<file path="src/design/ram_pkg.sv">
package ram_pkg;

    // Word layout, fixed at four byte lanes
    localparam int data_w = 32;
    localparam int lane_w = 8;
    localparam int lanes = 4;

    typedef logic [data_w-1:0] ram_data_t;
    typedef logic [lanes-1:0] ram_mask_t;
    typedef logic [2:0] rb_reg_t;

    // Register-bus register map
    localparam rb_reg_t rb_addr_reg = 3'd0;
    localparam rb_reg_t rb_wdata_reg = 3'd1;
    localparam rb_reg_t rb_mask_reg = 3'd2;
    localparam rb_reg_t rb_cmd_reg = 3'd3;
    localparam rb_reg_t rb_rdata_reg = 3'd4;
    // Bit 0 is test ownership of both array ports
    localparam rb_reg_t rb_ctrl_reg = 3'd5;

    // Register-bus request, valid whenever sel is high
    // The register index field is named reg_idx since reg is a keyword
    typedef struct packed {
        logic sel;
        logic wr;
        rb_reg_t reg_idx;
        ram_data_t wdata;
    } rb_req_t;

    // Command codes, taken from the low bits of a rb_cmd_reg write
    typedef enum logic [1:0] {
        cmd_write = 2'd1,
        cmd_read = 2'd2
    } rb_cmd_e;

    // Write toward the array, address travels beside it
    typedef struct packed {
        logic en;
        ram_mask_t mask;
        ram_data_t data;
    } mem_wr_t;

    typedef enum logic [1:0] {
        st_idle,
        st_access,
        st_capture
    } rb_state_e;

endpackage

</file>
<file path="src/design/ram_read_return.sv">
`timescale 1ns/100ps

module ram_read_return import ram_pkg::*; (
    input  logic      clkdp,
    input  logic      rst,
    input  ram_data_t q,
    input  logic      rd_owner,
    input  logic      rd_issued,
    output ram_data_t rd_data,
    output ram_data_t capture_data
);

    logic rd_issued_q;

    // rd_issued_q lines up with the delayed owner flag from the mux
    always_ff @(posedge clkdp) begin
        if (rst) begin
            rd_issued_q <= 1'b0;
            rd_data <= '0;
        end else begin
            rd_issued_q <= rd_issued;
            if (rd_issued_q && !rd_owner) begin
                rd_data <= q;
            end
        end
    end

    // Test data goes back to rb_access, which loads it on capture
    assign capture_data = (rd_issued_q && rd_owner) ? q : '0;

endmodule

</file>
<file path="config.mk">
export PLATFORM = sky130hd
export DESIGN_NAME = ram_read_return
export DESIGN_NICKNAME = d
export VERILOG_FILES = /design/src/design/ram_pkg.sv /design/src/design/ram_read_return.sv
export SDC_FILE = /design/constraint.sdc
export NUM_CORES = 1
export LEC_CHECK = 0
export ABC_AREA = 1
export BUFFER_PORTS_ARGS = -buffer_cell sky130_fd_sc_hd__buf_2
export CORE_ASPECT_RATIO = 1.4
export CORE_MARGIN = 2
export CORE_UTILIZATION = 40
export DETAILED_ROUTE_END_ITERATION = 12
export GPL_ROUTABILITY_DRIVEN = 0
export PLACE_DENSITY = 0.76
export SYNTH_ARGS = -nofsm -noshare
export SYNTH_HDL_FRONTEND = slang
export SYNTH_SLANG_ARGS = --single-unit
</file>
<file path="constraint.sdc">
create_clock -name clkdp -period 1.7 [get_ports clkdp]
set_clock_uncertainty 0.15 [all_clocks]
set_input_delay 0 -clock clkdp [delete_from_list [all_inputs] [get_ports clkdp]]
set_output_delay 0 -clock clkdp [all_outputs]
set_load 0.1 [all_outputs]
</file>
## After elaboration in Yosys (flattened, before gate mapping)

Index checks and enable logic that the tools add are counted.

- Muxes and demuxes: 1
- Reductions and logical operators: 3

Operators with widths:

| operator | number |
|---|---|
| 32-bit two-way mux | 1 |
| 1-bit logical AND | 2 |
| 1-bit logical NOT | 1 |

- Register bits: 33
- Input bits: 36
- Output and inout bits: 64
- Word-level logic and storage cells: 6

## Longest topological paths before layout

- Depth in word-level cells: 2
- Gate-level depth with buffers: 6
- Gate-level depth less buffers: 4

## Worst setup path after synthesis

No wires, ideal clock.

- Path type: reg2out
- From: register rd_issued_q
- To: output port capture_data[0]
- Arrival: 1.928 ns
- Required time: 1.550 ns
- Path slack: -0.378 ns
- Stages on the path, launching flop included: 5
- Path buffers: 2
- Cells stage by stage: dfxtp_1 > buf_4 > nand2_1 > buf_2 > nor2_1

- Word-level cells in the longest chain between the ends: 2

Ends and longest elaborated chain:

| element | line | RTL |
|---|---|---|
| start: declaration | ram_read_return.sv:13 | `logic rd_issued_q;` |
| start signal: assignment | ram_read_return.sv:21 | `rd_issued_q <= rd_issued;` |
| 1-bit logical AND | ram_read_return.sv:29 | `assign capture_data = (rd_issued_q && rd_owner) ? q : '0;` |
| 32-bit two-way mux | ram_read_return.sv:29 |  |
| end: declaration | ram_read_return.sv:10 | `output ram_data_t capture_data` |

Every way passes these cells.

## Worst setup path after layout

- From: register rd_issued_q
- To: output port capture_data[14]

The elaborated chain is that of the path after synthesis.

==> summary.txt <==
Floorplan
  – Width of the die: 57.0 µm
  – Number of placement rows: 27
  – Die Footprint: 4450 µm²
  – Die Span Y: 78.2 µm
  – Top Ports: 100
  – Total core area: 3850 µm²
  – Initial core utilization: 40.8%

Synth
  – Distinct cells, synth: 11
  – Area fraction of the dominant cell type after synthesis: 42.0%
  – Dominant cell type by area after synthesis: dfxtp_1
  – Synth top area cells: dfxtp_1 42%, nor2_1 23%, nand3_1 10%
  – Sequential area share after synthesis: 42.0%
  – Mean instance size in the synthesized netlist: 6.34 µm²
  – #FFs+latches synth: 33
  – Syn_nets: 284
  – Synthesized instance count: 248
  – Number of warnings printed during yosys synthesis: 0
  – Cell area after technology mapping: 1570 µm²

Global routing
  – Total global routing track utilization: 27.0%
  – Largest net degree at the start of global routing: 22
  – Number of global-route vias before repair: 2087
  – Wire length of the first global-routing pass: 9270 µm
  – Antenna violations before repair: 0
  – Congestion Overflow GR: 0

CTS
  – CTS Buf Count: 5
  – Gates resized, CTS repair: 0
  – Clock transition time at the flip-flop clock pins of the worst setup and hold paths: 0.06 ns
  – Clock H-tree levels: 2
  – Cell chosen for the clock root: clkbuf_8
  – Number of hold buffers added after cts: 34
  – Post-CTS Repair Setup Buffers: 0
  – CTS tree: done
  – Number of clock sinks: 33
  – Clk_lat worst skew: 0.28 ns
  – Clock buffer depth: 2

Worst setup path
  – Required arrival time at the worst endpoint: 1.55 ns
  – Crit. End Element: output port
  – Worst Setup Start Kind: flip-flop
  – CP Data Arrival Time: 1.42 ns
  – Maximum fanout count along the critical path: 19
  – Kind of critical path: reg -> out

STA
  – Hold Slack: 0.0729 ns
  – Final Hold Vio Count: 0
  – RSZ-0062 raised after global routing: false
  – Slew HR: 65.4%
  – Setup violators final: 0
  – Post-route minimum period: 1.57 ns
  – Maximum operating frequency: 636 MHz
  – Sum of negative setup slack: 0 ns
  – Ratio of final minimum period to clock period: 92.5%
  – Number of pins with negative max-slew slack in the final report: 0
  – Slew at the pin with the worst max-slew slack: 0.522 ns

Placement
  – Sum of net half-perimeters after detailed placement: 3540 µm
  – Count of port buffers added during placement: 99
  – Total instance count after detailed placement: 383

Finish
  – Filler instances: 267
  – Sequential Area: 661 µm²
  – Ratio of cells with drive above 1 in the final layout: 30.4%
  – NumNets Final: 417
  – N_diodes: 0
  – Multi-input logic area: 659 µm²
  – Area Overhead vs Synth: 89.6%
  – Final standard cell count with taps included and fillers excluded: 424

Detailed routing
  – Remaining routing DRC violations: 0
  – Routed len/inst: 13.3 µm
  – Pre-antenna DRT Iters: 4
  – Count of nets left with antenna violations after detail routing: 0
  – Via density: 4.75
  – Total Wirelength: 5650 µm
  – Iteration-0 DRC count of the detailed router: 70
  – Total via count after detailed routing: 2016

Pwr
  – Max IR drop VDD: 0.867 mV
  – Leak: 0.00157 µW
  – Part of the power in combinational logic: 37.8%
  – Relative contribution of sequential cells to total power: 36.6%
  – Part of the total power dissipated in the clock network: 25.5%
  – Power density normalized to cell area: 766 nW/µm²
  – Internal power summed over all cells: 1380 µW
  – Net switching component of the power: 907 µW
  – Switch share: 39.7%

Job
  – Maximum Capacitance Violations: 0

Min path
  – Class of the tightest hold or removal check: in -> reg

Status
  – Run status: completed
synthesized netlist by cell type:
cell / n
inv_1: 35
nand2_1: 33
buf_1: 3
buf_2: 6
nand3_1: 32
nor2_4: 1
nor2_1: 97
inv_2: 1
buf_6: 6
buf_4: 1
dfxtp_1: 33
per-layer routing:
metal | wire (µm) | global-route usage [%]
met3 | 345 | 9.23
met4 | 284 | 14.9
met2 | 3030 | 49.3
met5 | 0 | 0
met1 | 1990 | 25.7
final cells by class:
| type | instances | share of cell area [%] |
|---|---|---|
| Inverter | 36 | 4.54 |
| Sequential cell | 33 | 22.2 |
| Clock buffer | 7 | 2.90 |
| Multi-Input combinational cell | 163 | 22.1 |
| Timing Repair Buffer | 142 | 46.5 |
| Tap cell | 43 | 1.81 |
cell usage in the layout (no fill, tap or decap):
cell | Yosys | routed
buf_12 | 0 | 32
buf_2 | 6 | 67
buf_4 | 1 | 9
clkbuf_1 | 0 | 1
clkbuf_8 | 0 | 6
dfxtp_1 | 33 | 33
dlygate4sd3_1 | 0 | 34
inv_1 | 35 | 35
inv_2 | 1 | 1
nand2_1 | 33 | 33
nand3_1 | 32 | 32
nor2_1 | 97 | 97
nor2_4 | 1 | 1
power groups by stage:
| stage | clock [µW] | combinational, µW | sequential [µW] |
|---|---|---|---|
| 2_1_floorplan | 0 | 306 | 1140 |
| 4_1_cts | 591 | 854 | 835 |
| 3_5_place_dp | 0 | 792 | 852 |
| 6_report | 583 | 864 | 836 |
| 5_1_grt | 634 | 904 | 840 |
| 3_3_place_gp | 0 | 786 | 849 |
through the flow:
stage	power [µW]	utilization (%)	worst slack (ns)	cell area, µm²
6_report	2280	77.4	0.127	2980
5_1_grt	2380	77.4	0.0273	2980
4_1_cts	2280	77.4	0.127	2980
3_5_place_dp	1640	66.3	0.439	2550
3_3_place_gp	1630	66.3	0.516	2550
2_1_floorplan	1440	-	-0.378	1570
final timing paths:
path	slack, ns	start	cells after the start	end
worst max register to register	0.53	rd_issued_q	4	rd_data[6]
worst min register to register	0.33	rd_data[14]	2	rd_data[14]
worst min-delay path	0.07	rd_owner	5	rd_data[3]
worst max-delay path	0.13	rd_issued_q	4	capture_data[14]
cell families after synthesis:
logic type             after synthesis  share of synthesized area, %
buffers and inverters               52                          16.0
DFF                                 33                          42.0
and+or+nand+nor                    163                          42.0
worst max-delay path: stages, from the launching register on:
cell,delay [ns]
dfxtp_1,0.37
nand2_1,0.09
buf_4,0.21
nor2_1,0.25
buf_12,0.22
state kept, by name, indices dropped and copies added (netlist names):
register,count
rd_data,32
rd_issued_q,1
Power figures use the tool's default switching activity.
