## src/design/ram_pkg.sv

```systemverilog
package ram_pkg;

    // Word layout, fixed at four byte lanes
    localparam int data_w = 32;
    localparam int lane_w = 8;
    localparam int lanes = 4;

    typedef logic [data_w-1:0] ram_data_t;
    typedef logic [lanes-1:0] ram_mask_t;
    typedef logic [2:0] rb_reg_t;

    // Register-bus register map
    localparam rb_reg_t rb_addr_reg = 3'd0;
    localparam rb_reg_t rb_wdata_reg = 3'd1;
    localparam rb_reg_t rb_mask_reg = 3'd2;
    localparam rb_reg_t rb_cmd_reg = 3'd3;
    localparam rb_reg_t rb_rdata_reg = 3'd4;
    // Bit 0 is test ownership of both array ports
    localparam rb_reg_t rb_ctrl_reg = 3'd5;

    // Register-bus request, valid whenever sel is high
    // The register index field is named reg_idx since reg is a keyword
    typedef struct packed {
        logic sel;
        logic wr;
        rb_reg_t reg_idx;
        ram_data_t wdata;
    } rb_req_t;

    // Command codes, taken from the low bits of a rb_cmd_reg write
    typedef enum logic [1:0] {
        cmd_write = 2'd1,
        cmd_read = 2'd2
    } rb_cmd_e;

    // Write toward the array, address travels beside it
    typedef struct packed {
        logic en;
        ram_mask_t mask;
        ram_data_t data;
    } mem_wr_t;

    typedef enum logic [1:0] {
        st_idle,
        st_access,
        st_capture
    } rb_state_e;

endpackage

```

## src/design/ram_port_mux.sv

```systemverilog
`timescale 1ns/100ps

module ram_port_mux import ram_pkg::*; #(
    parameter int addr_w = 10
) (
    input  logic              clkdp,
    input  logic              rst,
    input  logic              test_own,
    input  mem_wr_t           func_wr,
    input  logic [addr_w-1:0] func_wr_addr,
    input  logic              func_rd,
    input  logic [addr_w-1:0] func_rd_addr,
    input  mem_wr_t           test_wr,
    input  logic [addr_w-1:0] test_addr,
    input  logic              test_rd,
    output mem_wr_t           arr_wr,
    output logic [addr_w-1:0] arr_wr_addr,
    output logic              arr_rd,
    output logic [addr_w-1:0] arr_rd_addr,
    output logic              rd_owner
);

    logic use_test;
    mem_wr_t sel_wr;

    // A test access in flight also takes the ports, even without ownership
    assign use_test = test_own || test_wr.en || test_rd;

    always_comb begin
        if (use_test) begin
            sel_wr = test_wr;
            arr_wr_addr = test_addr;
            arr_rd = test_rd;
            arr_rd_addr = test_addr;
        end else begin
            sel_wr = func_wr;
            arr_wr_addr = func_wr_addr;
            arr_rd = func_rd;
            arr_rd_addr = func_rd_addr;
        end
    end

    // Lane enables, zero unless the write strobe is up
    always_comb begin
        arr_wr.mask = sel_wr.en ? sel_wr.mask : '0;
        arr_wr.en = |arr_wr.mask;
        arr_wr.data = sel_wr.data;
    end

    // Remember which side issued the last read for the return path
    always_ff @(posedge clkdp) begin
        if (rst) begin
            rd_owner <= 1'b0;
        end else if (arr_rd) begin
            rd_owner <= use_test;
        end
    end

endmodule

```

## config.mk

```make
export PLATFORM = sky130hd
export DESIGN_NAME = ram_port_mux
export DESIGN_NICKNAME = d
export VERILOG_FILES = /design/src/design/ram_pkg.sv /design/src/design/ram_port_mux.sv
export SDC_FILE = /design/constraint.sdc
export NUM_CORES = 1
export LEC_CHECK = 0
export BUFFER_PORTS_ARGS = -buffer_cell sky130_fd_sc_hd__buf_4
export CORE_MARGIN = 8
export CORE_UTILIZATION = 24
export CTS_CLUSTER_SIZE = 14
export DETAILED_ROUTE_END_ITERATION = 8
export GPL_ROUTABILITY_DRIVEN = 0
export GPL_TIMING_DRIVEN = 1
export HOLD_SLACK_MARGIN = 0.12
export PLACE_DENSITY = 0.83
export SETUP_SLACK_MARGIN = 0.4
export SYNTH_ARGS = -nofsm -noshare
export SYNTH_HDL_FRONTEND = slang
export SYNTH_SLANG_ARGS = --single-unit
```

## constraint.sdc

```tcl
create_clock -name clkdp -period 1.5 [get_ports clkdp]
set_input_delay 0.225 -clock clkdp [delete_from_list [all_inputs] [get_ports clkdp]]
set_output_delay 0.225 -clock clkdp [all_outputs]
set_load 0.05 [all_outputs]
```

### After elaboration in Yosys (flattened, before gate mapping)

Index checks and enable logic that the tools add are counted.

| storage, ports and cells | value |
|---|---|
| output and inout bits | 59 |
| bits in registers | 1 |
| logic and storage cells | 9 |
| bits of input ports | 109 |

| cells by class | value |
|---|---|
| reductions and logical operators | 3 |
| muxes and demuxes | 5 |

Operator list:

| operator | count |
|---|---|
| 37-bit 2-to-1 mux | 1 |
| 10-bit 2-to-1 mux | 2 |
| 4-bit 2-to-1 mux | 1 |
| 4-bit OR reduction | 1 |
| 1-bit logical OR | 2 |
| 1-bit 2-to-1 mux | 1 |

### Longest topological paths before layout

Gate-level depths: netlist of the first run.

| logic depth | value |
|---|---|
| depth in word-level cells | 5 |
| depth in mapped cells | 4 |

### Worst setup path after synthesis of the first run

OpenSTA, ideal clock, no wires.

| path | value |
|---|---|
| kind | input to output |
| start | input port test_wr[36] (netlist name) |
| end | output port arr_wr_addr[6] |
| cell stages on the path | 4 |
| data arrival time | 1,279 ps |
| slack | -4 ps |
| path buffers | 2 |
| data required time | 1,275 ps |
| cells stage by stage | nor3_4 > buf_6 > buf_6 > mux2_1 |

| on the way | value |
|---|---|
| longest elaborated chain between the ends | 3 |

RTL lines:

| element | line | text |
|---|---|---|
| start: declaration | ram_port_mux.sv:13 | `input mem_wr_t test_wr,` |
| 1-bit logical OR (2 in series) | ram_port_mux.sv:27 | `assign use_test = test_own \|\| test_wr.en \|\| test_rd;` |
| 10-bit 2-to-1 mux | ram_port_mux.sv:30 | `if (use_test) begin` |
| end: declaration | ram_port_mux.sv:17 | `output logic [addr_w-1:0] arr_wr_addr,` |

Every way passes these cells.

==> impl_results.md, run 1 <==
* Avg Cell Area, Syn at 10.8 sq um
* Cell Area, Placed at approximately 2100 sq um
* Routed wire length at roughly 7.3 mm
* Area delta synth->final at 271%
* VDD IR max at approximately 0.00030 V
* Global-route wire length before repair at about 8.1 mm
* Setup slack, reg-to-reg at 0.81 ns
* Synth warnings at 0
* Gr ovfl total at 0
* Reg area at approximately 20 sq um
* Most common cell after layout, fill and taps aside: buf_4
* Final max-slew violation count at 0
* Switching share of power at between 40% and 50%
* Final HPWL DP at between 4 and 5 mm
* Vias in the first global route at 1,504
* Status: finished with violations
* Fin crit period at between 1.5 and 2 ns
* Initial DRC count at 40
* Vias at 1,442
* Residual DRC count at 0
* Post-Syn Instances at 70
* WL/cell at 25.6 um
* Hold WC Path Type: in2reg
* I/O Pins at between 150 and 200
* Port bufs at around 170
* Remaining antenna violation count after routing at 0
* Slew headroom at roughly 87%
* Flip-flop count of the largest register after layout at 1
* Biggest regs: rd_owner: 1 flops
* Clk Latency, worst-skew pair at 0 ns
* Leading area contributor after synthesis: mux2_2
* Area taken by multi-input logic gates at 862 sq um
* Std cell rows at 20
* Sequential Power Share at 2.3%
* Worst Max-Slew Pin Slew at ~0.19 ns
* Largest net degree at the start of global routing at 16
* Pwr per Cell Area at ~470 nW/um^2
* Largest Register: rd_owner
* Post-Syn Area at roughly 760 sq um
* Data required, critical path at ~1.3 ns
* Synth area leaders: mux2_2 (73%), a32o_1 (6.6%), mux2_1 (4.5%), buf_4 (4.0%), buf_6 (3.0%)
* Clock Skew at 0 ns
* Synth Net Count at 179
* Peak Freq at 618 MHz
* Nets at around 350
* Final hold vios at 0
* Failing checks: negative setup slack
* Worst setup EP type: primary output
* Total core area at roughly 3000 sq um
* Die footprint at about 5200 sq um
* Setup ws final at -0.119 ns
* Worst Hold Slack at roughly 0.40 ns
* CP max FO at 8
* Netlist cell types at 11
* DRT Pass-1 Iters at 4
* Horiz. Die Dim at 72.2 um
* RSZ-0062 raised after global routing: true
* Crit Path Category: in2out
* Placed instance count at roughly 280
* Post-route clock period utilization at 108%
* All-Layer GR Usage at 19.8%
* Vias per cell at around 5
* Combinational fraction of design power at a little over nine tenths
* Layout cells sized above 1 at around 98%
* N_diodes at 0
* Commonest cells after routing, fill and taps aside: buf_4 (110), mux2_4 (45), buf_8 (40)
* Initial antenna violation count at 0
* Clock-pin slew on the worst setup and hold paths at 0 ns
* Worst Setup Start Kind: primary input
* Final setup violation count at 58
* Leak pwr at between 1 and 1.5 nW
* FILL cells at 93
* Layout Cells excl Fill at between 200 and 300
* Pint at 0.000676 W
* Sw Pwr at about 0.00065 W
* Clock power share at 0%
* Final Cell Area at between 2000 and 3000 sq um
* Register area share after synthesis at roughly 2.6%
* Vert. Die Dim at between 70 and 80 um
* Synth Register Bits at 1
* Max cap viols at 0
* Fin util at 92.9%
* Top cell type's share of synthesized area at slightly above 70%
* Total power at 0.00133 W
* Initial cell density of the core at roughly 25%
* Post-CTS Hold Buffers at 0
* WP data arrival at about 1.4 ns
power by group through the flow:
stage          Combinational [W]  Clock (W)  Sequential, W
4_1_cts                  0.00114          0      0.0000303
6_report                 0.00130          0      0.0000307
5_1_grt                  0.00133          0      0.0000308
3_3_place_gp            0.000998          0      0.0000301
3_5_place_dp             0.00101          0      0.0000303
2_1_floorplan           0.000580          0      0.0000374
path summary, 6_finish.rpt:
check,from,to,cells past startpoint
setup reg to reg,rd_owner,rd_owner,2
hold reg to reg,rd_owner,rd_owner,2
setup / recovery,test_own,arr_wr[5],6
hold / removal,rst,rd_owner,2
cell type report:
| cell class | count | share of cell area (%) |
|---|---|---|
| repair buffers | 179 | 66.7 |
| flip-flops and latches | 1 | 0.711 |
| multi-input cells | 63 | 30.6 |
| well taps | 44 | 1.96 |
cells in the mapped netlist:
| cell type | instances |
|---|---|
| a211oi_1 | 1 |
| a21o_1 | 1 |
| a32o_1 | 5 |
| buf_4 | 4 |
| buf_6 | 2 |
| dfxtp_1 | 1 |
| mux2_1 | 3 |
| mux2_2 | 49 |
| nor2_1 | 1 |
| nor3_4 | 1 |
| or4_1 | 2 |
metrics by stage:
| stage | worst slack (ns) | setup TNS (ns) |
|---|---|---|
| after floorplan | 0.129 | 0 |
| final | -0.119 | -4.99 |
| after global routing | -0.140 | -6.64 |
| after global placement | -0.151 | -6.45 |
| after detailed placement | -0.151 | -6.57 |
| after CTS | -0.0889 | -3.39 |
logic make-up (layout without fill, tap and decap cells):
family / Yosys count / count (layout) / share of synthesized area (%)
multiplexers: 52 / 52 / 77.2
flip-flops: 1 / 1 / 2.64
buffers and inverters: 6 / 179 / 6.93
AND/OR/NAND/NOR: 4 / 4 / 4.62
AO/OA/AOI/OAI: 7 / 7 / 8.58
what timing repair did:
action	4_1_cts	5_1_grt
gates cloned	3	3
setup endpoints to repair	58	59
setup buffers	2	0
gates resized for setup	70	68
pin swaps	2	1
worst max-delay path, cell delays in order:
cell,delay [ns]
buf_6,0.10
nor3_4,0.22
buf_12,0.19
buf_16,0.15
mux2_2,0.35
buf_6,0.16
per-layer routing:
layer	vias to the layer above	share of wire [%]	global-route usage, %
met5	-	0	0
met4	0	2.9	2.95
met3	17	9.3	8.13
met2	107	55	41.0
met1	686	33	17.2
li1	632	-	-
Power figures use the tool's default switching activity.
==> run 2: changes to the inputs <==
CORE_UTILIZATION = 25   (was 24)
PLACE_DENSITY = 0.86   (was 0.83)
clock period = 2.1 ns   (was 1.5 ns; I/O delays follow)
==> run 2 against run 1 <==
Effect of this change: the flow now finishes without violations; critical path depth is 1 higher; power is 36% lower; register-to-register slack better by 0.62 ns; combinational power is 36% lower; worst setup slack better by 0.35 ns; first-iteration DRC count is 48% higher; sequential cell count stayed put; die area is 3.1% lower; critical endpoint is now arr_wr[25]; largest power group unchanged.
==> impl_results.md, run 2 (same netlist as run 1, synthesis figures left out) <==
* Global-route wire length before repair at 8.12 mm (-0.17%)
* Combinational fraction of design power at 97.5% (-0.2 points)
* Post-route clock period utilization at around nine tenths
* Hold Crit Endpoint: rd_owner
* Routed wire length at 6.03 mm (-18%)
* Data required, critical path at 1.78 ns (+0.51 ns)
* Status: complete, no violations
* Most common cell after layout, fill and taps aside: buf_4
* Worst Hold Slack at 0.483 ns (+0.0806 ns)
* Sw Pwr at 0.000435 W (-33%)
* Leak pwr at 1.28 nW (-11%)
* Vias in the first global route at 1,468 (-2.4%)
* Cell Area, Placed at 2040 sq um (-3.7%)
* Horiz. Die Dim at 71.1 um (-1.6%)
* All-Layer GR Usage at 19.7% (-0.096 points)
* Met3 wire len at 614 um (-10%)
* Reg2reg end: rd_owner
* Remaining antenna violation count after routing at 0 (unchanged)
* Sequential Power Share at 2.5% (+0.2 points)
* Pwr per Cell Area at 339 nW/um^2 (-28%)
* Area delta synth->final at 230%
* Clock Skew at 0 ns (unchanged)
* Met1 WL at 2.18 mm (-9.2%)
* R2R Path Start: rd_owner
* Switching share of power at 51.1% (+2.0 points)
* Total core area at 2980 sq um (-1.7%)
* FILL cells at 192 (+110%)
* Setup ws final at 0.234 ns (+0.353 ns)
* Post-Place Worst Slack at 0.252 ns (+0.402 ns)
* Worst hold path cell count at 2 (unchanged)
* Initial antenna violation count at 0 (unchanged)
* Final setup violation count at 0 (-100%)
* Final Cell Area at 2500 sq um (-11%)
* Met2 wire length at 3.22 mm (-20%)
* VDD IR max at 0.000222 V (-27%)
* Worst Max-Slew Pin Slew at 0.199 ns (+0.0120 ns)
* Gr ovfl total at 0 (unchanged)
* Port bufs at 167 (unchanged)
* Flip-flop count of the largest register after layout at 1 (unchanged)
* Crit Path Category: in2out
* Hold WC Path Type: in2reg
* Largest net degree at the start of global routing at 31 (+15)
* Initial DRC count at 59 (+48%)
* Final max-slew violation count at 0 (unchanged)
* N_diodes at 0 (unchanged)
* Initial cell density of the core at 25.5% (+0.42 points)
* Pint at 0.000415 W (-39%)
* Max cap viols at 0 (unchanged)
* I/O Pins at 168 (unchanged)
* Biggest regs: rd_owner: 1 flops
* Hold Path Origin: rst
* Layout cells sized above 1 at 95.0% (-2.9 points)
* Fin crit period at around 1.9 ns
* Peak Freq at 536 MHz
* RSZ-0062 raised after global routing: true
* Largest Register: rd_owner
* Final hold vios at 0 (unchanged)
* Residual DRC count at 0 (unchanged)
* DRT Pass-1 Iters at 3 (-1)
* Commonest cells after routing, fill and taps aside: buf_4 (136), mux2_2 (26), buf_8 (25)
* Worst Setup Start Kind: primary input
* WL/cell at 21.9 um (-14%)
* Reg2reg path depth at 2 (unchanged)
* Vias per cell at 4.90 (-2.5%)
* Setup slack, reg-to-reg at 1.43 ns (+0.62 ns)
* Die footprint at 5050 sq um (-3.1%)
* Vias at 1,347 (-6.6%)
* Clock-pin slew on the worst setup and hold paths at 0 ns (unchanged)
* TNS Setup at 0 ns (+4.99 ns)
* Nets at 353 (-0.28%)
* Std cell rows at 20 (unchanged)
* Clock power share at 0% (unchanged)
* Critical Path Source: test_own
* WP data arrival at 1.55 ns (+0.16 ns)
* Clk Latency, worst-skew pair at 0 ns (unchanged)
* Top Metal Used: met4
* Final HPWL DP at 4.47 mm (-2.2%)
* Slew headroom at 86.6% (-0.80 points)
* Vert. Die Dim at 71.1 um (-1.6%)
* CP max FO at 7 (-1)
* Worst setup EP type: primary output
run 2: metrics by stage:
stage / util [%] / instances / total power (W)
6_report: 84.1 / 275 / 0.000850
5_1_grt: 84.1 / 275 / 0.000878
4_1_cts: 77.5 / 272 / 0.000794
3_5_place_dp: 68.5 / 266 / 0.000724
3_3_place_gp: 68.5 / 266 / 0.000718
2_1_floorplan: - / 70 / 0.000426
run 2: timing repair:
action / CTS / global route
gates cloned: 2 / 1
resized for setup: 47 / 40
setup endpoints to repair: 53 / 56
buffers inserted: 4 / 2
hold endpoints to repair: 0 / 0
hold buffers: 0 / 0
pin swaps: 1 / 2
run 2: final cells by class:
class                           count  area [sq um]  share of cell area [%]
Timing Repair Buffer              178          1670                    66.6
Tap cell                           33          41.3                    1.65
Multi-Input combinational cell     63           774                    30.9
Sequential cell                     1          20.0                   0.799
run 2: critical path, cell delays in order:
cell and delay, ns:
buf_8 0.10, nor3_4 0.22, buf_6 0.15, buf_6 0.12
buf_16 0.13, mux2_2 0.36, buf_6 0.16
run 2: power by group through the flow:
stage | Clock [W] | Combinational [W] | Sequential (W)
after global placement | 0 | 0.000696 | 0.0000216
after detailed placement | 0 | 0.000703 | 0.0000217
after floorplan | 0 | 0.000400 | 0.0000267
after global routing | 0 | 0.000856 | 0.0000219
final | 0 | 0.000828 | 0.0000216
after CTS | 0 | 0.000772 | 0.0000217
run 2: routing by layer:
layer | track usage [%] | vias up
met5 | 0 | -
met4 | 0.693 | 0
met3 | 7.63 | 2
met2 | 38.7 | 90
met1 | 19.9 | 626
li1 | - | 629
run 2: worst max path at each step:
stage / endpoint / cells after the start
final: arr_wr[25] / 7
after global routing: arr_wr_addr[4] / 6
after CTS: arr_rd_addr[0] / 6
after detailed placement: arr_wr[24] / 5
after global placement: arr_wr[10] / 5
after floorplan: arr_wr_addr[6] / 4
==> run 3: changes to the inputs <==
BUFFER_PORTS_ARGS = -buffer_cell sky130_fd_sc_hd__buf_2   (was -buffer_cell sky130_fd_sc_hd__buf_4)
CORE_AREA = 2 2 65 67   (was unset)
CORE_MARGIN = unset   (was 8)
CORE_UTILIZATION = unset   (was 25)
DIE_AREA = 0 0 67 69   (was unset)
PLACE_DENSITY = 0.69   (was 0.86)
==> run 3 against run 2 <==
Effect of this change: register-to-register slack worse by 0.05 ns; final cell count is 7.6% higher; highest routed layer unchanged; sequential share of layout area is essentially flat; design area grew 3.5%; hold slack gained 0.020 ns; critical path type unchanged; power is 4.5% higher; die area down 8.5%; first-iteration DRC count down 53%; critical path depth shrank 1; sequential cell count stayed put; clock skew unchanged; global-route usage shrank 1.4 points.
==> impl_results.md, run 3 (same netlist as run 1, synthesis figures left out) <==
* Residual DRC count at 0 (unchanged)
* Nets at 357 (+1.1%)
* Clock-pin slew on the worst setup and hold paths at 0 ns (unchanged)
* Total core area at 3910 sq um (+31%)
* Biggest regs: rd_owner: 1 flops
* Clk Latency, worst-skew pair at 0 ns (unchanged)
* Layout cells sized above 1 at 96.3% (+1.3 points)
* Area delta synth->final at 242%
* Cell Area, Placed at 1640 sq um (-19%)
* Initial antenna violation count at 0 (unchanged)
* Crit Path Category: in2out
* Worst Setup Start Kind: primary input
* Slew headroom at 83.1% (-3.5 points)
* DRT Pass-1 Iters at 4 (+1)
* Peak Freq at 554 MHz (+3.5%)
* Post-route clock period utilization at 85.9% (-3.0 points)
* Remaining antenna violation count after routing at 0 (unchanged)
* WP data arrival at 1.49 ns (-0.06 ns)
* Worst Path Buf+Inv at 4 (-1)
* I/O Pins at 168 (unchanged)
* Pwr per Cell Area at 342 nW/um^2 (+0.93%)
* Worst Max-Slew Pin Slew at 0.255 ns (+0.0558 ns)
* Initial cell density of the core at 19.4% (-6.1 points)
* RSZ-0062 raised after global routing: true
* Max cap viols at 0 (unchanged)
* Hold WC Path Type: in2reg
* Status: complete, no violations
* Global-route wire length before repair at 6.78 mm (-16%)
* Critical path's top delay family: buffers and inverters
* Post-CTS Hold Buffers at 0 (unchanged)
* Final Cell Area at 2590 sq um (+3.5%)
* Final setup violation count at 0 (unchanged)
* Std cell rows at 23 (+15%)
* CP cell instances: buf_6 > nor3_4 > buf_6 > clkbuf_16 > mux2_4 > buf_8
* Cell with the most instances on the worst path: buf_6
* Total power at 0.000888 W (+4.5%)
* Gr ovfl total at 0 (unchanged)
* Largest net degree at the start of global routing at 18 (-42%)
* Final max-slew violation count at 0 (unchanged)
* Flip-flop count of the largest register after layout at 1 (unchanged)
* Port bufs at 167 (unchanged)
* Horiz. Die Dim at 67 um (-5.7%)
* TNS Setup at 0 ns (unchanged)
* Commonest cells after routing, fill and taps aside: buf_2 (107), mux2_4 (43), buf_8 (43)
* Data required, critical path at 1.78 ns (about the same)
* Slowest CP cell: mux2_4
* N_diodes at 0 (unchanged)
* Most common cell after layout, fill and taps aside: buf_2
* Die footprint at 4620 sq um (-8.5%)
* WL/cell at 18.8 um (-14%)
* Vias at 1,385 (+2.8%)
* Vert. Die Dim at 69 um (-2.9%)
* Leak pwr at 1.36 nW (+5.7%)
* VDD IR max at 0.000186 V (-16%)
* Largest stage delay, worst path at 0.31 ns (-0.05 ns)
* Initial DRC count at 28 (-53%)
* Vias per cell at 4.68 (-4.5%)
* Largest Register: rd_owner
* Vias in the first global route at 1,409 (-4.0%)
* All-Layer GR Usage at 18.4% (-1.4 points)
* Final hold vios at 0 (unchanged)
* CP max FO at 6 (-1)
* Routed wire length at 5.56 mm (-7.8%)
* Fin crit period at 1.80 ns (-0.0624 ns)
* Worst setup EP type: primary output
* Clock Skew at 0 ns (unchanged)
==> run 3: changes by cell type in the layout (fill, tap and decap cells not counted), sizes merged <==
cell    previous run  this run
clkbuf             1         4
buf              177       178
==> run 3: power by group <==
| group | internal (W) | leakage, nW | switching (W) | total [W] |
|---|---|---|---|---|
| registers | 0.0000209 | 0.00837 | 0.000000902 | 0.0000218 |
| clock network | 0 | 0 | 0 | 0 |
| logic | 0.000411 | 1.35 | 0.000455 | 0.000866 |
==> run 3: cell type report <==
type | count | area [sq um]
Timing Repair Buffer | 182 | 1660
Fill cell | 321 | 1320
Multi-Input combinational cell | 63 | 852
Tap cell | 50 | 62.6
Sequential cell | 1 | 20.0
==> run 3: per-layer routing <==
layer  vias up  global-route usage (%)  share of wire, %
met5         -                       0                 0
met4         0                   0.680               1.0
met3         6                   0.979               6.7
met2        84                    38.5                56
met1       657                    19.9                36
li1        638                       -                 -
==> run 3: worst paths after layout <==
kind              cells past startpoint             end  slack [ns]      from
hold / removal                        2        rd_owner        0.50       rst
hold reg to reg                       2        rd_owner        0.53  rd_owner
setup reg to reg                      2        rd_owner        1.38  rd_owner
setup / recovery                      6  arr_wr_addr[2]        0.30  test_own
==> run 3: stage by stage <==
step / hold slack, ns / std cells / utilization [%] / setup WS, ns
after floorplan: 0.388 / 70 / - / 0.416
after global placement: 0.474 / 283 / 42.0 / 0.237
after detailed placement: 0.480 / 283 / 42.0 / 0.214
after CTS: 0.480 / 292 / 55.0 / 0.274
after global routing: 0.517 / 296 / 66.3 / 0.266
final: 0.503 / 296 / 66.3 / 0.296
==> run 3: worst reg2reg max path: stages (launching register included) <==
cell and delay [ns]:
dfxtp_1 0.32, nor2_1 0.06, a211oi_1 0.24
==> run 3: what timing repair did <==
action | in CTS | in global routing
endpoints found under the setup margin | 58 | 55
hold endpoints to repair | 0 | 0
resized for setup | 111 | 109
pin swaps | 0 | 3
gates cloned | 5 | 3
setup buffers | 4 | 1
