`src/design/ram_pkg.sv`:
```
package ram_pkg;

    // Word layout, fixed at four byte lanes
    localparam int data_w = 32;
    localparam int lane_w = 8;
    localparam int lanes = 4;

    typedef logic [data_w-1:0] ram_data_t;
    typedef logic [lanes-1:0] ram_mask_t;
    typedef logic [2:0] rb_reg_t;

    // Register-bus register map
    localparam rb_reg_t rb_addr_reg = 3'd0;
    localparam rb_reg_t rb_wdata_reg = 3'd1;
    localparam rb_reg_t rb_mask_reg = 3'd2;
    localparam rb_reg_t rb_cmd_reg = 3'd3;
    localparam rb_reg_t rb_rdata_reg = 3'd4;
    // Bit 0 is test ownership of both array ports
    localparam rb_reg_t rb_ctrl_reg = 3'd5;

    // Register-bus request, valid whenever sel is high
    // The register index field is named reg_idx since reg is a keyword
    typedef struct packed {
        logic sel;
        logic wr;
        rb_reg_t reg_idx;
        ram_data_t wdata;
    } rb_req_t;

    // Command codes, taken from the low bits of a rb_cmd_reg write
    typedef enum logic [1:0] {
        cmd_write = 2'd1,
        cmd_read = 2'd2
    } rb_cmd_e;

    // Write toward the array, address travels beside it
    typedef struct packed {
        logic en;
        ram_mask_t mask;
        ram_data_t data;
    } mem_wr_t;

    typedef enum logic [1:0] {
        st_idle,
        st_access,
        st_capture
    } rb_state_e;

endpackage

```
`src/design/rb_access.sv`:
```
`timescale 1ns/100ps

module rb_access import ram_pkg::*; #(
    parameter int addr_w = 10
) (
    input  logic              clkdp,
    input  logic              rst,
    input  rb_req_t           rb_req,
    output ram_data_t         rb_rdata,
    output logic              rb_rvalid,
    output logic              rb_busy,
    output logic              test_own,
    output mem_wr_t           test_wr,
    output logic [addr_w-1:0] test_addr,
    output logic              test_rd,
    output logic              capture,
    input  ram_data_t         capture_data
);

    logic [addr_w-1:0] addr_q;
    ram_data_t wdata_q;
    ram_mask_t mask_q;
    ram_data_t rdata_q;
    logic own_q;
    logic cmd_rd_q;
    rb_state_e state;
    rb_state_e state_nxt;
    logic reg_wr;
    logic cmd_go;
    logic rd_pend;
    rb_reg_t rd_reg_q;
    ram_data_t reg_view;

    assign reg_wr = rb_req.sel && rb_req.wr;

    // Only known command codes start an access, and never while busy
    assign cmd_go = reg_wr && (rb_req.reg_idx == rb_cmd_reg) && !rb_busy &&
                    ((rb_req.wdata[1:0] == cmd_write) || (rb_req.wdata[1:0] == cmd_read));

    always_ff @(posedge clkdp) begin
        if (rst) begin
            addr_q <= '0;
            wdata_q <= '0;
            mask_q <= '0;
            own_q <= 1'b0;
            cmd_rd_q <= 1'b0;
        end else if (reg_wr) begin
            case (rb_req.reg_idx)
                rb_addr_reg:  addr_q <= rb_req.wdata[addr_w-1:0];
                rb_wdata_reg: wdata_q <= rb_req.wdata;
                rb_mask_reg:  mask_q <= rb_req.wdata[lanes-1:0];
                rb_ctrl_reg:  own_q <= rb_req.wdata[0];
                rb_cmd_reg: begin
                    if (cmd_go) begin
                        cmd_rd_q <= (rb_req.wdata[1:0] == cmd_read);
                    end
                end
                default: ;
            endcase
        end
    end

    // One array access per command, plus a capture cycle for reads
    always_comb begin
        state_nxt = state;
        case (state)
            st_idle: begin
                if (cmd_go) begin
                    state_nxt = st_access;
                end
            end
            st_access:  state_nxt = cmd_rd_q ? st_capture : st_idle;
            st_capture: state_nxt = st_idle;
            default:    state_nxt = st_idle;
        endcase
    end

    always_ff @(posedge clkdp) begin
        if (rst) begin
            state <= st_idle;
            rdata_q <= '0;
        end else begin
            state <= state_nxt;
            if (capture) begin
                rdata_q <= capture_data;
            end
        end
    end

    assign rb_busy = (state != st_idle);
    assign capture = (state == st_capture);
    assign test_own = own_q;
    assign test_addr = addr_q;
    assign test_rd = (state == st_access) && cmd_rd_q;
    assign test_wr.en = (state == st_access) && !cmd_rd_q;
    assign test_wr.mask = mask_q;
    assign test_wr.data = wdata_q;

    // Register read view, cmd register shows the busy flag
    always_comb begin
        case (rd_reg_q)
            rb_addr_reg:  reg_view = ram_data_t'(addr_q);
            rb_wdata_reg: reg_view = wdata_q;
            rb_mask_reg:  reg_view = ram_data_t'(mask_q);
            rb_cmd_reg:   reg_view = ram_data_t'(rb_busy);
            rb_rdata_reg: reg_view = rdata_q;
            rb_ctrl_reg:  reg_view = ram_data_t'(own_q);
            default:      reg_view = '0;
        endcase
    end

    // Two-stage read return so rvalid lands one cycle after the request edge
    always_ff @(posedge clkdp) begin
        if (rst) begin
            rd_pend <= 1'b0;
            rd_reg_q <= '0;
            rb_rvalid <= 1'b0;
            rb_rdata <= '0;
        end else begin
            rd_pend <= rb_req.sel && !rb_req.wr;
            if (rb_req.sel && !rb_req.wr) begin
                rd_reg_q <= rb_req.reg_idx;
            end
            rb_rvalid <= rd_pend;
            if (rd_pend) begin
                rb_rdata <= reg_view;
            end
        end
    end

endmodule

```
`config.mk`:
```
export PLATFORM = sky130hd
export DESIGN_NAME = rb_access
export DESIGN_NICKNAME = d
export VERILOG_FILES = /design/src/design/ram_pkg.sv /design/src/design/rb_access.sv
export SDC_FILE = /design/constraint.sdc
export NUM_CORES = 1
export LEC_CHECK = 0
export BUFFER_PORTS_ARGS = -buffer_cell sky130_fd_sc_hd__clkbuf_2
export CORE_MARGIN = 1.5
export CORE_UTILIZATION = 47
export CTS_BUF_LIST = sky130_fd_sc_hd__clkbuf_4
export CTS_CLUSTER_DIAMETER = 120
export CTS_CLUSTER_SIZE = 24
export DETAILED_ROUTE_END_ITERATION = 7
export PLACE_DENSITY = 0.78
export SLEW_MARGIN = 10
export SYNTH_ARGS = -nofsm -noshare
export SYNTH_HDL_FRONTEND = slang
export SYNTH_SLANG_ARGS = --single-unit
export TNS_END_PERCENT = 30
```
`constraint.sdc`:
```
create_clock -name clkdp -period 1.2 [get_ports clkdp]
set_input_delay 0.06 -clock clkdp [delete_from_list [all_inputs] [get_ports clkdp]]
set_output_delay 0.06 -clock clkdp [all_outputs]
set_load 0.005 [all_outputs]
```
# Word level (Yosys, flattened, before mapping)
# Index checks and enable logic that the tools add are counted.
[word_totals]
regBits = 119
latchBits = 0
mem_bits_rw = 0
rom_bits = 0
in_bits = 71
output_inout_bits = 84
wordCells = 49
memories = 0
[op_classes]
n_addsub = 0
n_mul = 0
div = 0
n_lt_le_gt_ge = 0
eq_ne = 14
shift = 0
n_mux = 4
bitwise_logic = 0
reduce_logical = 20
[ops]
columns = ["op", "count"]
rows = [
  ["32-bit one-hot mux with 6 select lines", 1],
  ["3-bit by 2-bit equality test with 1-bit output (second input constant)", 4],
  ["3-bit equality test (second input constant)", 3],
  ["2-bit AND reduction", 4],
  ["1-bit logical AND", 7],
  ["3-bit by 1-bit equality test with 1-bit output (second input constant)", 2],
  ["3-bit logical NOT", 2],
  ["2-bit by 1-bit equality test with 1-bit output (second input constant)", 2],
  ["2-bit equality test (second input constant)", 2],
  ["2-bit two-way mux", 2],
  ["2-bit one-hot mux with 2 select lines", 1],
  ["1-bit logical NOT", 3],
  ["3-bit AND reduction", 1],
  ["2-bit logical NOT", 1],
  ["2-bit inequality test (second input constant)", 1],
  ["2-bit nonzero test", 1],
  ["1-bit logical OR", 1],
]

# Depth between registers and ports, before layout
# Gate-level depths: netlist of run 1.
[logic_depth]
word_depth = 6
mapped_depth = 6
depth_no_buf = 5

# Worst setup path after synthesis of run 1
# Ideal clock, no wire load.
[synth_path]
path_kind = "register -> register"
from = "reg rd_reg_q[0]"
to = "reg rb_rdata[14]"
setup_ns = 0.128
arrival_time_ns = 1.138
required_ns = 1.072
setup_slack_ns = -0.066
stages_incl_launch_ff = 7
path_buffers = 2
period_less_slack_ns = 1.266
path_cell_list = "dfxtp_1 buf_2 and2b_4 buf_2 a22o_1 a21oi_1 nor2_1"
[synth_via]
elab_chain_len = 2
elab_cells_between_ends = 7
classes_between = "5 x eq/ne; 1 x mux; 1 x reduce/logical"
[synth_rtl]
columns = ["element", "line_no", "source"]
rows = [
  ["start: declaration", "rb_access.sv:31", "rb_reg_t rd_reg_q;"],
  ["start signal: assignment", "rb_access.sv:122", "rd_reg_q <= rb_req.reg_idx;"],
  ["3-bit equality test (tied with other cells)", "rb_access.sv:101", "case (rd_reg_q)"],
  ["32-bit one-hot mux with 6 select lines (*)", "rb_access.sv:101", ""],
  ["end signal: assignment", "rb_access.sv:126", "rb_rdata <= reg_view;"],
  ["end: declaration", "rb_access.sv:9", "output ram_data_t rb_rdata,"],
]
# Every way passes the cells marked *; elsewhere a longest branch is shown, timed or not.
# A chain may end at the register's enable or synchronous reset.

# Final worst setup path of run 1
[layout_path]
from = "reg state[1]"
to = "out capture"
[layout_via]
elab_chain_len = 1
[layout_rtl]
columns = ["element", "line_no", "source"]
rows = [
  ["start: declaration", "rb_access.sv:26", "rb_state_e state;"],
  ["start signal: assignment", "rb_access.sv:80", "state <= st_idle;"],
  ["start signal: assignment", "rb_access.sv:83", "state <= state_nxt;"],
  ["2-bit equality test", "rb_access.sv:91", "assign capture = (state == st_capture);"],
  ["end: declaration", "rb_access.sv:16", "output logic capture,"],
]
# No other way between the ends.

==> run summary, run 1 <==
The delay of the slowest cell on the worst path came out at 0.35 ns. The kind of launch point of the worst setup path is a register. Summed over all nets, the switching power comes to 1.86 mW. The share of the cycle needed by the critical path after routing came out at 117%. The static leakage is 2.99 nW. The number of core rows is 36.

The count of different cell masters after synthesis came out at 32. The critical path is of the register to output pin type. Dividing total power by cell area gives a power density of 1020 nW/µm². Leaving out fill and tap cells, the most frequent cell in the layout is clkbuf_2. Setup repair after global routing could not meet its margin everywhere. The post-detailed-route via-to-cell ratio is 5.37. The kind of end point of the critical path is an output pin.

No sink is reached through more buffers than the 2 on the longest clock path. The number of buffers added on ports came out at 154. The count of maximum capacitance violations is 0. The number of synthesized flops with an enable pin came out at 0. The HPWL reported at the end of detailed placement is 9200 µm. The full die area came out at 10700 µm².

The first-pass iteration count of the detailed router is 5. For this run, the leading register cell type out of synthesis is dfxtp_1. The critical path data required time is 1.14 ns.

Sequential elements use 50.2% of the synthesized area. The kind of path behind the tightest hold check is input port to register. Yosys printed 0 warnings. Compared with the post-synthesis result, the final layout area differs by 50.5%.

The worst-skew pair later-pin latency is 0.52 ns. Internal power comes to 5.41 mW. Global routing finished with a remaining overflow of 0. The maximum number of pins on one net before global-route repair is 92.

The wire length reported by the detailed router came out at 16000 µm. The portion of total power attributed to combinational logic is 10.7%. The post-CTS clock slew at the launch and capture registers of the worst setup and hold paths came out at 0.11 ns. Walking the worst path, the cells encountered are buf_6 -> nand2b_4 -> inv_4 -> buf_12 -> clkbuf_2.

The slowest stage cell on the critical path is dfxtp_2. The summed instance area of the synthesized netlist is 4750 µm². The wire length per cell came out at 16.4 µm.

The maximum operating frequency came out at 0.714 GHz. The clock network fraction of total power is 34.1%. For the pin with the worst max-slew slack, the measured transition is 0.408 ns. The die width came out at 104 µm. Once the floorplan was initialized, standard cells occupied 48.6% of the core.

Buffers inserted during clock tree synthesis total 17. The part of the total power dissipated in sequential elements is 55.2%. The via total after detailed routing is 5230. The total power consumption of the routed design is 7.26 mW. Counting every net in the synthesized netlist gives 650. The antenna cell count is 0. The switching share of power is 25.5%. In this run the standard cell core region covers 9770 µm².

The setup violation total in the final timing report came out at 68. The starting DRC count in detailed routing is 362. The critical path buffer and inverter count is 4.

After detailed routing, the number of remaining DRC violations is 0. The fraction of synthesis flops using an asynchronous set or reset pin is 0%. The endpoint arrival time on the critical path is 1.34 ns.

The flop and latch count out of synthesis came out at 119. The number of global-route vias before repair is 5237. The total number of nets in the final design came out at 901.

TritonCTS built the clock tree. The global-route wire length before repair came out at 24900 µm. The maximum fanout along the worst path came out at 3. During I/O placement, the number of pins put on the boundary was 155.

The final-report hold violation count came to 0. The CTS H-tree depth came out at 4. CTS placed an instance of clkbuf_4 at the clock tree root. Grouping stages by cell kind, the critical path spends the most delay in buffers and inverters.

The average footprint of a synthesized cell is 8.22 µm². The final antenna-violating net count is 0. The layout cell share with drive strength beyond 1 came out at 34.4%. The final max-slew violation count was 0. The final reports fail on setup timing. The flow ran to the end, but the final reports show violations. The final core utilization came out at 73.1%.

The TritonCTS sink count is 119. The worst slew margin relative to its limit is 72.8%. IR analysis of the VDD net gives a maximum drop of 0.635 mV. The die is 104 µm tall.

The final weighted congestion in routability-driven placement is 0.845. The minimum clock period after layout is 1.40 ns. The initial antenna violation count is 0. Global routing used 29.1% of the available tracks across all layers. The post-route clock skew came out at 0.0164 ns.

Leaving out fill and tap cells, the most frequent cells in the layout are clkbuf_2, nand2_1, dfxtp_1. Synthesis produced a netlist whose cell count is 578. The slack of the critical path came out at -0.200 ns.
synth_stat cells (2+ instances only):
library cell | count | share of area, %
buf_2 | 16 | 1.7
a21oi_1 | 108 | 11
nor3b_1 | 2 | 0.32
inv_1 | 10 | 0.79
clkbuf_1 | 20 | 1.6
nand2_2 | 10 | 1.3
nand2b_1 | 3 | 0.40
buf_1 | 2 | 0.16
a22o_1 | 22 | 4.1
o32ai_1 | 6 | 1.1
nor2b_1 | 29 | 3.8
nand3_1 | 12 | 1.3
nand2_1 | 131 | 10
nor2_1 | 47 | 3.7
buf_6 | 3 | 0.71
buf_4 | 2 | 0.32
dfxtp_1 | 119 | 50
mux2i_1 | 17 | 3.6
and3b_1 | 2 | 0.37
a22oi_1 | 3 | 0.47
o21ai_1 | 3 | 0.32
worst min-delay path: stages:
cell	delay (ns)
dlygate4sd3_1	0.53
clkbuf_2	0.10
nand2_1	0.05
a21oi_1	0.05
stage by stage:
step	setup TNS, ns	hold slack (ns)	instance area [µm²]	std cells	setup WS, ns
after floorplan	0	0.196	4760	578	0.000833
after global placement	-0.0510	0.283	5810	853	-0.0470
after detailed placement	-0.449	0.286	5810	853	-0.104
after CTS	-1.95	0.271	6950	969	-0.209
after global routing	-6.48	0.289	7150	974	-0.260
final	-2.74	0.305	7150	974	-0.200
timing repair:
item,4_1_cts,5_1_grt
endpoints found under the hold margin,86,0
buffers inserted,13,4
pin swaps,19,9
hold buffers,70,0
endpoints found under the setup margin,40,82
gates resized for setup,28,44
cloned,2,1
final timing paths:
path / cells after the start / start / endpoint / slack (ns)
max: 5 / state[1]$_SDFFE_PP0P_ / capture / -0.20
min: 4 / rb_req[10] / wdata_q[10]$_SDFFE_PP0P_ / 0.31
max reg2reg: 7 / rd_reg_q[0]$_SDFFE_PP0P_ / rb_rdata[4]$_SDFFE_PP0P_ / -0.11
min reg2reg: 2 / rdata_q[18]$_SDFFE_PP0P_ / rdata_q[18]$_SDFFE_PP0P_ / 0.46
routing by layer:
| metal | global-route usage, % | vias to the layer above | share of wire [%] |
|---|---|---|---|
| li1 | - | 2444 | - |
| met5 | 0 | - | 0 |
| met3 | 7.05 | 53 | 7.0 |
| met4 | 16.8 | 0 | 3.7 |
| met2 | 49.9 | 287 | 51 |
| met1 | 33.2 | 2446 | 38 |
power groups by stage:
stage          combinational, mW  sequential, mW  clock (mW)
2_1_floorplan              0.220            4.09           0
3_5_place_dp               0.481            4.10           0
4_1_cts                    0.713            4.01        2.50
5_1_grt                    0.824            4.01        2.71
3_3_place_gp               0.471            4.09           0
6_report                   0.776            4.01        2.48
cell families after synthesis:
family / Yosys count / share of synthesized area (%)
adders and majority gates: 1 / 0.263
AOI/OAI and AO/OA: 146 / 18.0
buffers and inverters: 54 / 5.32
and+or+nand+nor: 241 / 22.7
DFF: 119 / 50.2
muxes: 17 / 3.58
area by class of cell:
cell class,instances,area (µm²)
inverter,11,43.8
sequential,119,2400
clock inverter,12,87.6
tap,133,166
multi-input combinational,408,2290
timing repair buffer,272,2010
fill,690,2630
clock buffer,19,143
No activity file was read; power rests on OpenSTA's default activity.
==> inputs of run 2 (changes only) <==
--- a/config.mk
+++ b/config.mk
@@ -5,6 +5,7 @@
 export SDC_FILE = /design/constraint.sdc
 export NUM_CORES = 1
 export LEC_CHECK = 0
+export ABC_CLOCK_PERIOD_IN_PS = 1200
 export BUFFER_PORTS_ARGS = -buffer_cell sky130_fd_sc_hd__clkbuf_2
 export CORE_MARGIN = 1.5
 export CORE_UTILIZATION = 47
@@ -12,7 +13,9 @@
 export CTS_CLUSTER_DIAMETER = 120
 export CTS_CLUSTER_SIZE = 24
 export DETAILED_ROUTE_END_ITERATION = 7
+export HOLD_SLACK_MARGIN = 0.03
 export PLACE_DENSITY = 0.78
+export SETUP_SLACK_MARGIN = 0.05
 export SLEW_MARGIN = 10
 export SYNTH_ARGS = -nofsm -noshare
 export SYNTH_HDL_FRONTEND = slang
==> run summary, run 2 (synthesized netlist as in run 1, its figures left out) <==
The congestion estimate from routability-driven global placement came to 0.790. The HPWL reported at the end of detailed placement came out at 9080 µm. The completed layout was analyzed and its total power is 7.63 mW. IR analysis of the VDD net gives a maximum drop of 0.775 mV.

The post-route netlist has 36.4% of its cells at a drive strength greater than 1. Before antenna repair, the detailed router went through 7 iterations. The via total after detailed routing came out at 5205. Buffers inserted during clock tree synthesis total 17.

For this configuration, the core starts out at a cell density of 48.6%. The post-route clock skew is 0.0154 ns. The maximum number of pins on one net before global-route repair is 59. TritonCTS built the clock tree. For this run, the top clock speed supported by timing is 0.712 GHz.

The number of I/O pins is 155. The post-detailed-route via-to-cell ratio is 5.32. The worst setup path is of the register to output pin kind. The share of the cycle needed by the critical path after routing is 117%. In this run the remaining antenna-violating nets after routing total 0. Counting I/O delays and the setup requirement, the final critical path takes 1.40 ns. The kind of end point of the critical path is an output pin. The TritonCTS sink count is 119.

After floorplanning, the core was divided into 36 placement rows. The library cell used most frequently in the layout, excluding fill and tap cells, is clkbuf_2. The static leakage came out at 3.05 nW. The critical path goes through nand2b_4 -> inv_4 -> buf_12 -> buf_6. The total DRC errors in the routed layout is 0. The final-report hold violation count is 0.

The placeable core region came out at 9770 µm². The die extent in y came out at 104 µm. The worst setup path is launched from a register.

The slack of the critical path is -0.205 ns. The setup violation total in the final timing report is 85. The global-route wire length before repair came out at 24000 µm. The initial antenna violation count was 1. The tightest hold margin came out at 0.0480 ns.

The cell at the root of the clock tree is clkbuf_4. The number of global-route vias before repair came out at 4971. The endpoint arrival time on the critical path came out at 1.34 ns. The die width is 104 µm. In this run the worst path has a maximum fanout of 4. The top cell types in the final layout, fill and taps aside, are clkbuf_2, nand2_1, dfxtp_1. Summed over all layers, the global routing overflow is 0.

The areal power density over the cells is 1050 nW/µm². The wire length reported by the detailed router came out at 15900 µm. STA puts the critical path data required time at 1.14 ns. The post-CTS clock slew at the launch and capture registers of the worst setup and hold paths is 0.10 ns. The relative area change from synthesis to final layout came out at 53.3%.

The wire length per cell came out at 16.2 µm. The full die area came out at 10700 µm². Setup repair after global routing could not meet its margin everywhere. The count of maximum capacitance violations came out at 0.

The transition time at the pin with the least slew margin is 0.479 ns. The number of buffers added on ports is 154. The total number of nets in the final design is 904. The flow ran to the end, but the final reports show violations. In this run the tightest slew margin relative to its limit is 68.0%. The min-delay analysis places its worst path in the category input port to register. The filler cells instantiated in the layout total 671. The critical path buffer and inverter count came out at 3. The kind of cell adding the most delay to the critical path is flip-flops.

The final max-slew violation count came out at 0. For this design, the slowest cell found on the critical path is dfxtp_4. The final reports fail on setup timing.

The worst-skew pair later-pin latency came out at 0.53 ns. The number of buffers on the longest clock path came out at 2. CTS built an H-tree with a depth of 4. The all-layer global routing usage is 28.2%. The delay of the slowest cell on the worst path is 0.38 ns. The starting DRC count in detailed routing came out at 332.
-- run 2: where the power goes --
part	internal, mW	switching [mW]
combinational	0.429	0.369
sequential	3.97	0.0295
clock	1.41	1.42
-- run 2: through the flow --
| stage | TNS (ns) | worst slack, ns | util (%) | cells | instance area (µm²) |
|---|---|---|---|---|---|
| after floorplan | 0 | 0.00438 | - | 578 | 4760 |
| after global placement | -15.19 | -0.525 | 59.7 | 856 | 5830 |
| after detailed placement | -17.12 | -0.579 | 59.7 | 856 | 5830 |
| after CTS | -3.70 | -0.213 | 71.6 | 971 | 6990 |
| after global routing | -10.25 | -0.276 | 74.4 | 978 | 7270 |
| final | -7.63 | -0.205 | 74.4 | 979 | 7280 |
-- run 2: layout make-up --
| class | count | area, µm² | share of cell area, % |
|---|---|---|---|
| sequential | 119 | 2420 | 33.3 |
| multi-input combinational | 407 | 2310 | 31.7 |
| timing repair buffer | 276 | 2060 | 28.3 |
| tap | 133 | 166 | 2.29 |
| clock inverter | 13 | 138 | 1.89 |
| clock buffer | 18 | 135 | 1.86 |
| inverter | 11 | 43.8 | 0.602 |
| antenna | 2 | 5.00 | 0.0688 |
-- run 2: worst min-delay path, stage by stage --
cell,delay (ns)
clkbuf_2,0.12
nand2b_4,0.17
nor4_4,0.06
nor2b_1,0.13
-- run 2: final timing paths --
path / cells past startpoint / to / startpoint / slack [ns]
setup / recovery: 4 / capture / state[0]$_SDFFE_PP0P_ / -0.20
hold / removal: 4 / state[0]$_SDFFE_PP0P_ / rb_req[34] / 0.05
setup reg to reg: 6 / rb_rdata[18]$_SDFFE_PP0P_ / rd_reg_q[0]$_SDFFE_PP0P_ / -0.19
hold reg to reg: 2 / rdata_q[27]$_SDFFE_PP0P_ / rdata_q[27]$_SDFFE_PP0P_ / 0.46
-- run 2: layer usage --
metal	vias to the layer above	share of wire, %	global-route usage, %
li1	2457	-	-
met2	244	51	49.1
met1	2464	40	32.3
met5	-	0	0
met3	40	6.7	7.24
met4	0	2.5	13.1
-- run 2: timing repair --
item / in CTS / in global routing
endpoints found under the setup margin: 41 / 101
pin swaps: 10 / 13
gates cloned: 1 / 3
buffers inserted: 13 / 2
hold endpoints to repair: 94 / 10
hold buffers: 70 / 4
resized for setup: 23 / 61
==> inputs of run 3 (changes only) <==
==> constraint.sdc (replaced) <==
create_clock -name clkdp -period 1.2 [get_ports clkdp]
set_input_delay 0.12 -clock clkdp [delete_from_list [all_inputs] [get_ports clkdp]]
set_output_delay 0.12 -clock clkdp [all_outputs]
set_load 0.005 [all_outputs]
==> run summary, run 3 (synthesized netlist as in run 1, its figures left out) <==
The kind of launch point of the worst setup path is a register. The total number of nets in the final design is 903. The post-CTS clock slew at the launch and capture registers of the worst setup and hold paths is 0.10 ns. Data on the critical path is required at its endpoint by 1.08 ns. The final core utilization came out at 74.6%. The die extent in y came out at 104 µm. The starting DRC count in detailed routing came out at 314. At the worst endpoint, the arrival time is 1.31 ns. For this run, the total global-route usage over all layers was measured as 28.8%. The initial antenna violation count is 1. The share of the cycle needed by the critical path after routing came out at 119%. In the routed design, unresolved DRC markers number 0. The area of placed instances is 5830 µm². The capture instance of the worst register-to-register path is rb_rdata[23]$_SDFFE_PP0P_. The pre-CTS setup slack is -0.596 ns. The maximum fanout along the worst path came out at 3.

STA classifies the critical path endpoint as an output pin. The run finished, with violations left. The final weighted congestion in routability-driven placement came out at 0.803.

During I/O placement, the number of pins put on the boundary was 155. The number of buffers on the longest clock path came out at 2. The die width came out at 104 µm.

The number of core rows came out at 36. The most critical setup path has its endpoint at test_rd. The relative area change from synthesis to final layout is 53.5%.

The placed cell count came out at 856. Setup repair after global routing could not meet its margin everywhere. In the layout the commonest cells are clkbuf_2, nand2_1, a21oi_1. The maximum number of pins on one net before global-route repair is 75. The setup slack of the most critical reg-to-reg path is -0.19 ns. The CTS H-tree depth came out at 4. The sum of overflow across all layers after global routing came out at 0. The post-route clock skew is 0.00962 ns. The cell at the root of the clock tree is clkbuf_4. The worst reg2reg path depth came out at 6. Once layout is done, the placed cells without fillers occupy 7290 µm². The setup violation total in the final timing report came out at 35. The count of maximum capacitance violations came out at 0. Measured against its own limit, the worst slew margin works out to 70.7%. The critical path starts at state[1]$_SDFFE_PP0P_.

Setup slack on the critical path of the routed design comes to -0.229 ns. For this design the static power due to leakage is 3.05 nW. The tree built by TritonCTS fans out to 119 sinks.

Counting the fill cells in the layout gives 677. The reg-to-reg startpoint is rd_reg_q[0]$_SDFFE_PP0P_. The full die area is 10700 µm². Before antenna repair, the detailed router went through 5 iterations. The final antenna-violating net count came out at 0.

The clock buffer count from CTS is 17. The checks that failed: setup timing. The final max-slew violation count is 0. The wire length per cell is 16.6 µm. The number of buffers added on ports came out at 154. The placeable core region came out at 9770 µm². The areal power density over the cells is 1000 nW/µm². The number of global-route vias before repair is 5248.

The smallest clock period supported by the final layout is computed as 1.43 ns. Summing over every cut layer, the via total after detailed routing is 5258. Once the floorplan was initialized, standard cells occupied 48.6% of the core. The maximum operating frequency came out at 0.700 GHz. Dividing the detail-routed via count by the number of cells gives 5.38. The critical path is of the register to output pin type. The HPWL reported at the end of detailed placement is 9230 µm. The wire length reported by the detailed router is 16200 µm. The final-report hold violation count is 0. The peak supply drop came out at 0.675 mV. In this run the worst hold path is classified as input port to register. At the pin with the least slew margin, the transition time is 0.438 ns. The worst-skew pair later-pin latency came out at 0.50 ns. The clock tree from TritonCTS is built. The post-route netlist has 39.9% of its cells at a drive strength greater than 1.

The final non-filler cell total came out at 978. The library cell used most frequently in the layout, excluding fill and tap cells, is clkbuf_2. The global-route wire length before repair came out at 24800 µm.
[run 3: per-stage QoR]
step                      total power [mW]  setup TNS [ns]  hold WS, ns
final                                 7.30           -4.20       0.0782
after global routing                  7.54           -6.05       0.0751
after CTS                             7.25           -3.58       0.0383
after detailed placement              4.59          -17.68        0.347
after global placement                4.58          -15.81        0.344
after floorplan                       4.31               0        0.256
[run 3: area by class of cell]
class                   instances  area (µm²)  area share (%)
inverters                      11        43.8           0.601
flip-flops and latches        119        2450            33.6
clock inverters                12        86.3            1.18
multi-input cells             407        2340            32.1
diodes                          1        2.50          0.0343
well taps                     133         166            2.28
clock buffers                  20         150            2.06
repair buffers                275        2050            28.2
[run 3: per-layer routing]
metal	GRT usage, %	wire [µm]
met5	0	0
met4	16.4	676
met3	6.54	1010
met2	49.4	8080
met1	33.1	6450
[run 3: where the power goes]
group          switching [mW]  leakage [nW]  internal, mW
Sequential             0.0289         0.984          3.97
Combinational           0.373          1.92         0.432
Clock                    1.44         0.145          1.06
Total                    1.84          3.05          5.46
[run 3: worst max-delay path: stages, from the launching register on]
cell	delay [ns]
dfxtp_4	0.38
buf_6	0.12
and3b_1	0.21
buf_2	0.11
[run 3: timing repair]
item / in CTS / in global routing
setup buffers: 15 / 3
resized for setup: 46 / 77
pin swaps: 10 / 15
setup endpoints to repair: 61 / 131
hold buffers: 70 / 0
gates cloned: 2 / 1
hold endpoints to repair: 85 / 0
[run 3: how the worst min path moves through the flow]
| stage | startpoint | endpoint | slack (ns) | depth (start not counted) |
|---|---|---|---|---|
| 4_1_cts | rb_req[32] | rd_reg_q[0]$_SDFFE_PP0P_ | 0.04 | 4 |
| 6_report | rb_req[32] | rd_reg_q[0]$_SDFFE_PP0P_ | 0.08 | 4 |
| 3_3_place_gp | rb_req[23] | wdata_q[23]$_SDFFE_PP0P_ | 0.34 | 3 |
| 5_1_grt | rb_req[0] | cmd_rd_q$_SDFFE_PP0P_ | 0.08 | 5 |
| 2_1_floorplan | rb_req[3] | wdata_q[3]$_SDFFE_PP0P_ | 0.26 | 2 |
| 3_5_place_dp | rb_req[15] | wdata_q[15]$_SDFFE_PP0P_ | 0.35 | 3 |
